## src/trellisPkg.sv

```systemverilog
// trellis definitions for the 20-state detector
// state geometry, predecessor steps and metric widths
package trellisPkg;

   // ----------------------------------------
   // trellis geometry
   // ----------------------------------------
   localparam int numStates  = 20;
   localparam int stateWidth = 5;

   // state j is entered from state (j+zeroStep) on the zero branch
   // and from state (j+oneStep) on the one branch, both mod numStates
   localparam int zeroStep = 13;
   localparam int oneStep  = 7;

   // ----------------------------------------
   // metric widths
   // ----------------------------------------
   // one branch metric, a distance
   localparam int branchWidth = 8;

   // accumulated metric with four guard bits
   localparam int pathWidth = branchWidth + 4;

   // full scale of a path metric
   localparam logic [pathWidth-1:0] pathMax = {pathWidth{1'b1}};

endpackage

```

## src/survivorPkg.sv

```systemverilog
// survivor storage definitions
// memory sizing, port requesters and traceback FSM states
package survivorPkg;

   // ----------------------------------------
   // survivor memory
   // ----------------------------------------
   // entries walked back for each decision
   localparam int tracebackDepth = 16;

   localparam int memDepth  = 32;
   localparam int addrWidth = 5;

   // users of the single memory port
   typedef enum logic [1:0] {
      reqNone,
      reqWrite,
      reqRead
   } requester;

   // ----------------------------------------
   // traceback FSM
   // ----------------------------------------
   typedef enum logic [1:0] {
      tbIdle,
      tbRead,
      tbWait,
      tbEmit
   } tbState;

endpackage

```

## src/acsArray.sv

```systemverilog
// add-compare-select array of the 20-state trellis
// updates renormalised, saturated path metrics on each symbol strobe
// and requests a write of the survivor vector one cycle later
module acsArray (
   input  logic                                                    clk,
   input  logic                                                    reset,
   input  logic                                                    symEn,
   input  logic [trellisPkg::numStates*trellisPkg::branchWidth-1:0] zeroMetrics,
   input  logic [trellisPkg::numStates*trellisPkg::branchWidth-1:0] oneMetrics,
   input  logic [trellisPkg::pathWidth-1:0]                        bestMetric,
   output logic [trellisPkg::numStates*trellisPkg::pathWidth-1:0]  pathMetrics,
   output logic                                                    acsValid,
   output logic                                                    writeReq,
   output logic [survivorPkg::addrWidth-1:0]                       writeAddr,
   output logic [trellisPkg::numStates-1:0]                        writeData
);

   logic [trellisPkg::pathWidth-1:0]   metric     [trellisPkg::numStates];
   logic [trellisPkg::pathWidth-1:0]   nextMetric [trellisPkg::numStates];
   logic [trellisPkg::branchWidth-1:0] zeroBranch [trellisPkg::numStates];
   logic [trellisPkg::branchWidth-1:0] oneBranch  [trellisPkg::numStates];
   logic [trellisPkg::numStates-1:0]   survivor;

   // ----------------------------------------
   // one ACS unit per state
   // ----------------------------------------
   genvar j;
   generate
      for (j = 0; j < trellisPkg::numStates; j++) begin : gAcs
         logic [trellisPkg::pathWidth:0] sumZero;
         logic [trellisPkg::pathWidth:0] sumOne;
         logic [trellisPkg::pathWidth:0] chosen;
         logic [trellisPkg::pathWidth:0] renorm;

         // unpack the branch metrics of source state j
         assign zeroBranch[j] = zeroMetrics[j*trellisPkg::branchWidth +: trellisPkg::branchWidth];
         assign oneBranch[j]  = oneMetrics[j*trellisPkg::branchWidth +: trellisPkg::branchWidth];
         assign pathMetrics[j*trellisPkg::pathWidth +: trellisPkg::pathWidth] = metric[j];

         // add
         assign sumZero = metric[(j + trellisPkg::zeroStep) % trellisPkg::numStates]
                        + zeroBranch[(j + trellisPkg::zeroStep) % trellisPkg::numStates];
         assign sumOne  = metric[(j + trellisPkg::oneStep) % trellisPkg::numStates]
                        + oneBranch[(j + trellisPkg::oneStep) % trellisPkg::numStates];

         // compare and select, a tie keeps the zero branch
         assign survivor[j] = sumOne < sumZero;
         assign chosen      = survivor[j] ? sumOne : sumZero;

         // the sources are never below last symbol's best metric
         assign renorm        = chosen - bestMetric;
         assign nextMetric[j] = (renorm > trellisPkg::pathMax) ?
                                trellisPkg::pathMax : renorm[trellisPkg::pathWidth-1:0];
      end
   endgenerate

   // ----------------------------------------
   // metric registers and write pointer
   // ----------------------------------------
   always_ff @(posedge clk) begin
      if (reset) begin
         for (int s = 0; s < trellisPkg::numStates; s++) begin
            metric[s] <= '0;
         end
         acsValid  <= 1'b0;
         writeAddr <= '0;
      end else begin
         acsValid <= symEn;
         if (symEn) begin
            for (int s = 0; s < trellisPkg::numStates; s++) begin
               metric[s] <= nextMetric[s];
            end
            // advance to the slot of this symbol, it stays the newest entry afterwards
            if (writeAddr == survivorPkg::addrWidth'(survivorPkg::memDepth - 1)) begin
               writeAddr <= '0;
            end else begin
               writeAddr <= writeAddr + 1'b1;
            end
         end
      end
   end

   // survivor vector of the current symbol
   always_ff @(posedge clk) begin
      if (symEn) begin
         writeData <= survivor;
      end
   end

   // the writer has port priority, so one request cycle is enough
   assign writeReq = acsValid;

endmodule

```

## src/bestStateFinder.sv

```systemverilog
// best state search over all path metrics
// registers the smallest metric and its state, lowest index on a tie
module bestStateFinder (
   input  logic                                                   clk,
   input  logic                                                   reset,
   input  logic                                                   acsValid,
   input  logic [trellisPkg::numStates*trellisPkg::pathWidth-1:0] pathMetrics,
   output logic                                                   bestValid,
   output logic [trellisPkg::stateWidth-1:0]                      bestState,
   output logic [trellisPkg::pathWidth-1:0]                       bestMetric
);

   logic [trellisPkg::pathWidth-1:0]  minMetric;
   logic [trellisPkg::stateWidth-1:0] minState;

   // linear scan, strict compare keeps the lowest index
   always_comb begin
      minMetric = pathMetrics[0 +: trellisPkg::pathWidth];
      minState  = '0;
      for (int s = 1; s < trellisPkg::numStates; s++) begin
         if (pathMetrics[s*trellisPkg::pathWidth +: trellisPkg::pathWidth] < minMetric) begin
            minMetric = pathMetrics[s*trellisPkg::pathWidth +: trellisPkg::pathWidth];
            minState  = trellisPkg::stateWidth'(s);
         end
      end
   end

   // result is held until the next symbol
   always_ff @(posedge clk) begin
      if (reset) begin
         bestValid  <= 1'b0;
         bestState  <= '0;
         bestMetric <= '0;
      end else begin
         bestValid <= acsValid;
         if (acsValid) begin
            bestState  <= minState;
            bestMetric <= minMetric;
         end
      end
   end

endmodule

```

## src/memoryArbiter.sv

```systemverilog
// survivor memory port arbiter
// the ACS writer has fixed priority over the traceback reader
module memoryArbiter (
   input  logic                              clk,
   input  logic                              reset,
   input  logic                              writeReq,
   input  logic                              readReq,
   input  logic [survivorPkg::addrWidth-1:0] writeAddr,
   input  logic [survivorPkg::addrWidth-1:0] readAddr,
   input  logic [trellisPkg::numStates-1:0]  writeData,
   output logic                              writeGrant,
   output logic                              readGrant,
   output logic                              memWrite,
   output logic [survivorPkg::addrWidth-1:0] memAddr,
   output logic [trellisPkg::numStates-1:0]  memWriteData
);

   survivorPkg::requester grant;
   survivorPkg::requester lastGrant;

   always_comb begin
      if (writeReq) begin
         grant = survivorPkg::reqWrite;
      end else if (readReq) begin
         grant = survivorPkg::reqRead;
      end else begin
         grant = survivorPkg::reqNone;
      end
   end

   assign writeGrant   = (grant == survivorPkg::reqWrite);
   assign readGrant    = (grant == survivorPkg::reqRead);
   assign memWrite     = writeGrant;
   assign memWriteData = writeData;

   // port steering, an idle port stays on the address of its last user
   always_comb begin
      case (grant)
         survivorPkg::reqWrite: memAddr = writeAddr;
         survivorPkg::reqRead:  memAddr = readAddr;
         default:               memAddr = (lastGrant == survivorPkg::reqRead) ? readAddr : writeAddr;
      endcase
   end

   always_ff @(posedge clk) begin
      if (reset) begin
         lastGrant <= survivorPkg::reqNone;
      end else if (grant != survivorPkg::reqNone) begin
         lastGrant <= grant;
      end
   end

endmodule

```

## src/survivorMemory.sv

```systemverilog
// single-port survivor decision RAM
// one survivor vector per symbol, registered read data
module survivorMemory #(
   parameter int dataWidth = 32
) (
   input  logic                              clk,
   input  logic                              memWrite,
   input  logic [survivorPkg::addrWidth-1:0] memAddr,
   input  logic [dataWidth-1:0]              memWriteData,
   output logic [dataWidth-1:0]              memReadData
);

   logic [dataWidth-1:0] mem [survivorPkg::memDepth];

   // read data appears the cycle after the access
   always_ff @(posedge clk) begin
      if (memWrite) begin
         mem[memAddr] <= memWriteData;
      end
      memReadData <= mem[memAddr];
   end

endmodule

```

## src/traceBackUnit.sv

```systemverilog
// traceback unit of the survivor history
// walks tracebackDepth entries back from the best state, newest first,
// and emits the survivor bit of the state reached at the oldest entry
module traceBackUnit (
   input  logic                              clk,
   input  logic                              reset,
   input  logic                              bestValid,
   input  logic [trellisPkg::stateWidth-1:0] bestState,
   input  logic [survivorPkg::addrWidth-1:0] headAddr,
   input  logic                              readGrant,
   input  logic [trellisPkg::numStates-1:0]  memReadData,
   output logic                              readReq,
   output logic [survivorPkg::addrWidth-1:0] readAddr,
   output logic                              decisionValid,
   output logic                              decision
);

   survivorPkg::tbState state;

   logic [$clog2(survivorPkg::tracebackDepth)-1:0] symCount;
   logic [$clog2(survivorPkg::tracebackDepth)-1:0] readCount;
   logic                                           warm;
   logic                                           start;
   logic                                           dataValid;
   logic [trellisPkg::stateWidth-1:0]              curState;
   logic                                           survivorBit;
   logic [trellisPkg::stateWidth:0]                step;
   logic [trellisPkg::stateWidth:0]                stepped;
   logic [trellisPkg::stateWidth:0]                wrapped;

   // a full history exists once tracebackDepth-1 symbols have gone by
   assign warm  = (symCount == survivorPkg::tracebackDepth - 1);
   assign start = (state == survivorPkg::tbIdle) && bestValid && warm;

   // ----------------------------------------
   // predecessor step
   // ----------------------------------------
   assign survivorBit = memReadData[curState];
   assign step        = survivorBit ? (trellisPkg::stateWidth + 1)'(trellisPkg::oneStep)
                                    : (trellisPkg::stateWidth + 1)'(trellisPkg::zeroStep);
   assign stepped     = {1'b0, curState} + step;
   assign wrapped     = (stepped >= trellisPkg::numStates) ?
                        stepped - (trellisPkg::stateWidth + 1)'(trellisPkg::numStates) : stepped;

   // ----------------------------------------
   // traceback FSM
   // ----------------------------------------
   // reads are issued back to back, the state walk follows one cycle behind
   always_ff @(posedge clk) begin
      if (reset) begin
         state     <= survivorPkg::tbIdle;
         symCount  <= '0;
         readCount <= '0;
         readAddr  <= '0;
         dataValid <= 1'b0;
      end else begin
         dataValid <= readReq && readGrant;
         if (bestValid && !warm) begin
            symCount <= symCount + 1'b1;
         end
         case (state)
            survivorPkg::tbIdle: begin
               if (start) begin
                  state     <= survivorPkg::tbRead;
                  readAddr  <= headAddr;
                  readCount <= '0;
               end
            end
            survivorPkg::tbRead: begin
               // a colliding write holds the request for a cycle
               if (readGrant) begin
                  readCount <= readCount + 1'b1;
                  if (readAddr == '0) begin
                     readAddr <= survivorPkg::addrWidth'(survivorPkg::memDepth - 1);
                  end else begin
                     readAddr <= readAddr - 1'b1;
                  end
                  if (readCount == survivorPkg::tracebackDepth - 1) begin
                     state <= survivorPkg::tbWait;
                  end
               end
            end
            survivorPkg::tbWait: begin
               // oldest entry arrives here
               if (dataValid) begin
                  state <= survivorPkg::tbEmit;
               end
            end
            default: begin
               state <= survivorPkg::tbIdle;
            end
         endcase
      end
   end

   // state walk and decision
   always_ff @(posedge clk) begin
      if (start) begin
         curState <= bestState;
      end else if (dataValid) begin
         curState <= wrapped[trellisPkg::stateWidth-1:0];
      end
      if (state == survivorPkg::tbWait && dataValid) begin
         decision <= survivorBit;
      end
   end

   assign readReq       = (state == survivorPkg::tbRead);
   assign decisionValid = (state == survivorPkg::tbEmit);

endmodule

```

## src/viterbiDecoder.sv

```systemverilog
// 20-state Viterbi detector top level
// ACS array, best state search, survivor memory with its arbiter
// and the traceback unit
module viterbiDecoder (
   input  logic                                                    clk,
   input  logic                                                    reset,
   input  logic                                                    symEn,
   input  logic [trellisPkg::numStates*trellisPkg::branchWidth-1:0] zeroMetrics,
   input  logic [trellisPkg::numStates*trellisPkg::branchWidth-1:0] oneMetrics,
   output logic                                                    bestValid,
   output logic [trellisPkg::stateWidth-1:0]                       bestState,
   output logic [trellisPkg::pathWidth-1:0]                        bestMetric,
   output logic                                                    decisionValid,
   output logic                                                    decision
);

   logic [trellisPkg::numStates*trellisPkg::pathWidth-1:0] pathMetrics;
   logic                                                   acsValid;
   logic                                                   writeReq;
   logic [survivorPkg::addrWidth-1:0]                      writeAddr;
   logic [trellisPkg::numStates-1:0]                       writeData;
   logic                                                   readReq;
   logic                                                   readGrant;
   logic [survivorPkg::addrWidth-1:0]                      readAddr;
   logic                                                   memWrite;
   logic [survivorPkg::addrWidth-1:0]                      memAddr;
   logic [trellisPkg::numStates-1:0]                       memWriteData;
   logic [trellisPkg::numStates-1:0]                       memReadData;

   acsArray acs0 (
      .clk(clk), .reset(reset), .symEn(symEn),
      .zeroMetrics(zeroMetrics), .oneMetrics(oneMetrics),
      .bestMetric(bestMetric), .pathMetrics(pathMetrics),
      .acsValid(acsValid), .writeReq(writeReq),
      .writeAddr(writeAddr), .writeData(writeData)
   );

   bestStateFinder best0 (
      .clk(clk), .reset(reset), .acsValid(acsValid),
      .pathMetrics(pathMetrics), .bestValid(bestValid),
      .bestState(bestState), .bestMetric(bestMetric)
   );

   // the writer always wins, its grant is not needed upstream
   memoryArbiter arb0 (
      .clk(clk), .reset(reset),
      .writeReq(writeReq), .readReq(readReq),
      .writeAddr(writeAddr), .readAddr(readAddr), .writeData(writeData),
      .writeGrant(), .readGrant(readGrant),
      .memWrite(memWrite), .memAddr(memAddr), .memWriteData(memWriteData)
   );

   survivorMemory #(.dataWidth(trellisPkg::numStates)) mem0 (
      .clk(clk), .memWrite(memWrite), .memAddr(memAddr),
      .memWriteData(memWriteData), .memReadData(memReadData)
   );

   // writeAddr holds the newest survivor entry
   traceBackUnit tbu0 (
      .clk(clk), .reset(reset), .bestValid(bestValid),
      .bestState(bestState), .headAddr(writeAddr),
      .readGrant(readGrant), .memReadData(memReadData),
      .readReq(readReq), .readAddr(readAddr),
      .decisionValid(decisionValid), .decision(decision)
   );

endmodule

```

## config.mk

```make
export PLATFORM = sky130hd
export DESIGN_NAME = viterbiDecoder
export DESIGN_NICKNAME = d
export VERILOG_FILES = /design/src/trellisPkg.sv /design/src/survivorPkg.sv /design/src/acsArray.sv /design/src/bestStateFinder.sv /design/src/memoryArbiter.sv /design/src/survivorMemory.sv /design/src/traceBackUnit.sv /design/src/viterbiDecoder.sv
export SDC_FILE = /design/constraint.sdc
export NUM_CORES = 2
export LEC_CHECK = 0
export ABC_AREA = 1
export BUFFER_PORTS_ARGS = -buffer_cell sky130_fd_sc_hd__clkbuf_2
export CAP_MARGIN = 20
export CELL_PAD_IN_SITES_DETAIL_PLACEMENT = 0
export CELL_PAD_IN_SITES_GLOBAL_PLACEMENT = 1
export CORE_MARGIN = 5
export CORE_UTILIZATION = 50
export CTS_BUF_LIST = sky130_fd_sc_hd__clkbuf_8
export DETAILED_ROUTE_END_ITERATION = 7
export PLACE_DENSITY_LB_ADDON = 0.1
export SETUP_SLACK_MARGIN = 0.05
export SYNTH_ARGS = -nofsm -noshare
export SYNTH_HDL_FRONTEND = slang
export SYNTH_SLANG_ARGS = --single-unit
```

## constraint.sdc

```tcl
create_clock -name clk -period 78.7 [get_ports clk]
set_input_delay 11.805 -clock clk [delete_from_list [all_inputs] [get_ports clk]]
set_output_delay 11.805 -clock clk [all_outputs]
set_load 0.005 [all_outputs]
```

* Word level (Yosys, flattened, before mapping)
Memories as Yosys holds them, arrays and structs flattened. A register that Yosys moved wholly into a read port is not among the register bits.
Index checks and enable logic that the tools add are counted.
** Storage, ports and cells
- RAM bits :: 880
- Bits in registers :: 68
- Input bits :: 323
- Output and inout port bits :: 20
- Word-level logic and storage cells :: 317
- Memories kept :: 2
- Latch bits :: 0
- Memory bits (read-only) :: 0
** Operators by class
- Multiplexer cells :: 128
- Shift operators :: 0
- Divide/modulo/power cells :: 0
- Reduce and logical (&&, ||, !) cells :: 13
- $mul :: 0
- Eq/ne operators :: 13
- $add $sub $neg :: 66
- Magnitude comparators :: 61
- Bitwise logic cells :: 20
** Memory list
- mem0.mem :: depth 32, width 20, rd ports 1, clocked after memory_dff 1, write ports 1, line survivorMemory.sv:13 : logic [dataWidth-1:0] mem [survivorPkg::memDepth];
- acs0.metric :: depth 20, width 12, rd ports 20, clocked after memory_dff 0, write ports 20, line acsArray.sv:18 : logic [trellisPkg::pathWidth-1:0] metric [trellisPkg::numStates];
** Operators by type and width (number)
- 2-to-1 mux 12 bit :: 59
- adder 12 x 8 -> 13 bit :: 40
- > comparator 13 x 12 -> 1 bit, second input constant :: 20
- < comparator 13 bit :: 20
- 2-to-1 mux 13 bit :: 20
- subtractor 13 x 12 -> 13 bit :: 20
- < comparator 12 bit :: 19
- 2-to-1 mux 5 bit :: 12
- 2-to-1 mux 4 bit :: 11
- OR 1 bit :: 20
- one-hot mux 5 bit (2 select lines) :: 2
- 2-to-1 mux 2 bit :: 8
- 2-to-1 mux 3 bit :: 4
- 2-to-1 mux 1 bit :: 9
- adder 4 x 1 -> 4 bit, second input constant :: 2
- equality test 2 bit, second input constant :: 4
- equality test 4 bit, second input constant :: 2
- one-hot mux 4 bit (2 select lines) :: 1
- adder 5 x 4 -> 6 bit :: 1
- >= comparator 6 x 5 -> 1 bit, second input constant :: 1
- < comparator 5 x 6 -> 1 bit, second input constant :: 1
- != test 2 x 1 -> 1 bit, second input constant :: 3
- one-hot mux 2 bit (3 select lines) :: 1
- nonzero test 2 bit :: 3
- other kinds (13) :: 18

* Logic depth before layout (Yosys ltp)
An unclocked memory read counts as a cell.
- Depth after elaboration :: 39
- Gate-level depth with buffers :: 192
- Mapped depth without buffers :: 173

* Modules after synthesis
A second synthesis with hierarchy kept.
** Unflattened totals
- Cell total of the unflattened synthesis :: 12358
- Area, all modules :: 90758.3 um^2
** Modules (own cells, without submodules)
- acsArray :: times used 1, cells each 7978, area each 52487.8 um^2, sequential area each 7927.6 um^2
- survivorMemory :: times used 1, cells each 2579, area each 27048.4 um^2, sequential area each 19618.8 um^2
- bestStateFinder :: times used 1, cells each 1498, area each 9233.9 um^2, sequential area each 360.3 um^2
- traceBackUnit :: times used 1, cells each 250, area each 1655.3 um^2, sequential area each 500.5 um^2
- memoryArbiter :: times used 1, cells each 53, area each 332.8 um^2, sequential area each 40.0 um^2

* Worst setup path after synthesis
No wires, ideal clock.
- Path kind :: flip-flop to flip-flop
- From :: mem acs0.metric[0][11] (netlist bit)
- To :: reg best0.bestMetric[9] (netlist bit)
- Setup slack :: 51.774 ns
- Arrival time :: 26.814 ns
- Cell stages (with the launch flop) :: 149
- Library setup time :: 0.112 ns
- Clock period less this slack :: 26.926 ns
- Data required time :: 78.589 ns
- Path buffers :: 19
- Cell sequence :: edfxtp_1 inv_1 ha_1 nand2_1 nor2_2 nand2_1 nor2_2 nand2_2 nand2_2 clkbuf_1 o21ai_0 ha_1 a21oi_1 nor2_1 a211oi_1 nand3_4 buf_4 o21ai_0 [... 113 more ...] o21ai_0 ha_1 a21oi_1 nor2_1 a211oi_1 o221a_2 nand2_4 dlymetal6s2s_1 o21ai_0 ha_1 a21oi_1 nor2_1 a211oi_1 o221a_2 clkbuf_4 nand3_1 nand3_2 nand2_2
** RTL lines
- from (decl) :: line acsArray.sv:18
- to (signal assigned) :: line bestStateFinder.sv:38 : bestMetric <= minMetric;
- to (decl) :: line bestStateFinder.sv:10 : output logic [trellisPkg::pathWidth-1:0] bestMetric

==> flow_summary_export.csv <==
group,metric,value,unit
global_route,grt_pass1_wl,380,mm
synthesis,synth_edf_count,906,
setup_path,cp_common_cell,"ha_1",
min_path,hold_depth,2,
floorplanning,fp.dieW,399,um
clocking,clockRootBuffer,"clkbuf_8",
placement,dp_hpwl,204,mm
synthesis,synth_ff_type,"edfxtp_1",
route,drc,0,
setup_path,critPathKind,"register to register",
clocking,cts_max_path_buffers,3,
clocking,clkTransAtPathRegs,60,ps
synthesis,synth-simple-area-share,13.5,%
synthesis,synth_area,75700,um2
setup_path,path_buf_inv,3,
global_route,grt_pass1_vias,60300,
synthesis,synth_fp_nets,9909,
global_route,antenna_found_initial,9,
timing,slew_headroom,26.2,%
timing,hold_viol,0,
route,drt_pass1_iterations,6,
synthesis,synthMuxAreaShare,0,%
floorplanning,floorplan.rows,142,
synthesis,synth_compound_area_share,16.8,%
route,num_vias,62500,
layout,n_fill_cell,13800,
global_route,grt_max_degree,72,
timing,slew_violations,0,
route,drtIter0Drc,4328,
setup_path,crit_path_max_fanout,26,
timing,layout_min_cycle_time,33220,ps
clocking,post_cts_buffers,0,
layout,drive_above_1_share,9.16,%
synthesis,synth_cell_types,58,
timing,rsz0062_at_grt,"no",
route,final_antenna_net_count,0,
synthesis,synth_xor_area_share,6.76,%
layout,area_growth,10.1,%
floorplanning,fp.dieH,399,um
setup_path,path_depth,122,
timing,worstMarginPinSlew,1110,ps
setup_path,cp_top_family,"compound AO/OA/AOI/OAI gates",
route,wl,262,mm
setup_path,setup.worst_path.start_class,"register",
timing,period_share,42.2,%
global_route,track_usage,32.2,%
timing,fmax,0.0301,GHz
synthesis,synth_top_family_by_area,"adder cells",
floorplanning,dieArea,159000,um2
synthesis,avgSynthCellArea,8.89,um2
setup_path,cp.arrival,33990,ps
setup_path,max_stage_delay,780,ps
synthesis,ys_seq_area_share,37.6,%
setup_path,rr_worst_depth,122,
clocking,tritoncts,"yes",
min_path,hold_class,"register to register",
synthesis,async_flop_share,0,%
floorplanning,start_util,50.4,%
setup_path,cp.required,79460,ps
route,post_drt_wl_per_cell,23.7,um
synthesis,ys_seq_elements,968,
timing,setup_violations,0,
layout,nets,10300,
setup_path,endpoint_kind,"register",
synthesis,syn-instance-count,8518,
synthesis,ys_warn_count,0,
run,max-cap-violations,0,
setup_path,critPathSlowestCell,"o21ai_0",
timing,clock_skew,70.2,ps
placement,port_buffers,342,
timing,final.setup.tns,0,ps
clocking,clkLatencyLatePin,950,ps
clocking,ctsResizeCount,0,
placement,gp_congestion,0.954,
floorplanning,ios,343,
outcome,run_status,"finished clean",
clocking,cts_inserted_buffers,169,
synthesis,synthAdderAreaFrac,18.3,%
clocking,cts.sinks,968,
route,vias_per_cell,5.64,
clocking,cts_hold_buf,0,
floorplanning,core_area,150000,um2
global_route,grt-ovfl-total,0,
clocking,htreeDepth,4,
cells in the final DEF, fill, tap and decap left out, drive strengths merged, types with 2 or more instances in the layout:
cell type / instances
nand2: 1585
inv: 1192
ha: 1007
edfxtp: 906
a21oi: 774
o21ai: 712
clkbuf: 513
xor2: 471
a22oi: 322
nor2: 286
nand3: 250
o21bai: 197
xnor2: 113
o21a: 86
clkinv: 76
buf: 75
nand4: 74
dfxtp: 62
fa: 61
nor3: 44
nor4: 37
a21o: 32
a211oi: 30
or2: 26
and2: 24
nand3b: 22
bufinv: 15
diode: 14
o22ai: 7
a2111o: 6
or4: 6
o31ai: 6
a31oi: 6
or3: 3
o221a: 2
o311ai: 2
through the flow:
step	utilization [%]	setup slack, ps	std cells	hold slack [ps]	instance area [um2]
CTS	55.4	45630	11000	471	83200
global route	55.5	42150	11100	501	83300
global placement	53.1	46400	10700	448	79700
detailed placement	53.1	45720	10700	462	79700
floorplan	-	51770	8518	439	75700
finish	55.5	45480	11100	472	83300
logic make-up after synthesis:
kind of cell	count (synthesis)
AOI/OAI and AO/OA	2187
and+or+nand+nor	2357
xor gates and xnor gates	584
buffers and inverters	1354
adders and majority gates	1068
DFF	968
path summary, 6_finish.rpt:
path,from,end,slack [ps]
worst max-delay path,acs0.metric[0][11]$_SDFFCE_PN0P_,best0.bestState[3]$_SDFFE_PP0P_,45480
worst min-delay path,tbu0.readAddr[2]$_SDFFE_PP0P_,tbu0.readAddr[2]$_SDFFE_PP0P_,470
worst max register to register,acs0.metric[0][11]$_SDFFCE_PN0P_,best0.bestState[3]$_SDFFE_PP0P_,45480
worst min register to register,tbu0.readAddr[2]$_SDFFE_PP0P_,tbu0.readAddr[2]$_SDFFE_PP0P_,470
worst reg2reg max path: cells and delay by family, from the launching register on:
family | cells | cell delay (ps)
compound gates | 54 | 18500
fa+ha+maj | 19 | 5930
buf+inv | 3 | 310
flops | 1 | 430
simple gates | 46 | 7890
cell usage after synthesis (15+ instances only):
cell / n / share of area, %
dfxtp_1: 62 / 1.6
a21o_1: 32 / 0.32
a22oi_1: 322 / 3.2
buf_2: 15 / 0.099
nor2_1: 284 / 1.4
edfxtp_1: 906 / 36
nand2_2: 75 / 0.62
fa_1: 61 / 1.6
nand3b_1: 21 / 0.21
nor3_1: 44 / 0.29
xnor2_1: 113 / 1.3
nand3_1: 225 / 1.5
xor2_1: 471 / 5.4
o21a_1: 86 / 0.85
o21bai_1: 197 / 2.0
clkbuf_1: 140 / 0.69
ha_1: 1007 / 17
o21ai_0: 712 / 4.7
buf_1: 23 / 0.11
a211oi_1: 30 / 0.30
and2_1: 24 / 0.20
nand4_1: 74 / 0.61
nand2_1: 1501 / 7.4
a21oi_1: 772 / 5.1
nor4_1: 37 / 0.31
or2_2: 26 / 0.21
inv_1: 1133 / 5.6
flip-flops by register name (all words and copies together) (netlist names), 4 cells and up:
signal and cells:
acs0.metric 240, tbu0.symCount 4, tbu0.readAddr 5, tbu0.readCount 4
tbu0.curState 5, best0.bestState 5, acs0.writeAddr 5, mem0.memReadData 20
best0.bestMetric 12, mem0.mem 640, acs0.writeData 20
layout make-up:
class	instances	area [um2]	area share [%]
Antenna cell	14	35.0	0.0420
Clock buffer	171	2350	2.82
Tap cell	2016	2520	3.03
Inverter	1146	4300	5.16
Clock inverter	138	1150	1.39
Timing Repair Buffer	417	2330	2.80
Sequential cell	968	28400	34.1
Multi-Input combinational cell	6196	42200	50.6
routing by layer:
layer | wire length, um | global-route usage [%] | vias to the layer above
met1 | 108000 | 40.4 | 29800
met3 | 14400 | 4.02 | 485
met5 | 11 | 0 | -
met4 | 12900 | 14.3 | 2
li1 | - | - | 30400
met2 | 127000 | 55.8 | 1794
Power is not shown: default switching activity piles up to over one toggle a cycle in this logic, so the estimate is an artifact.
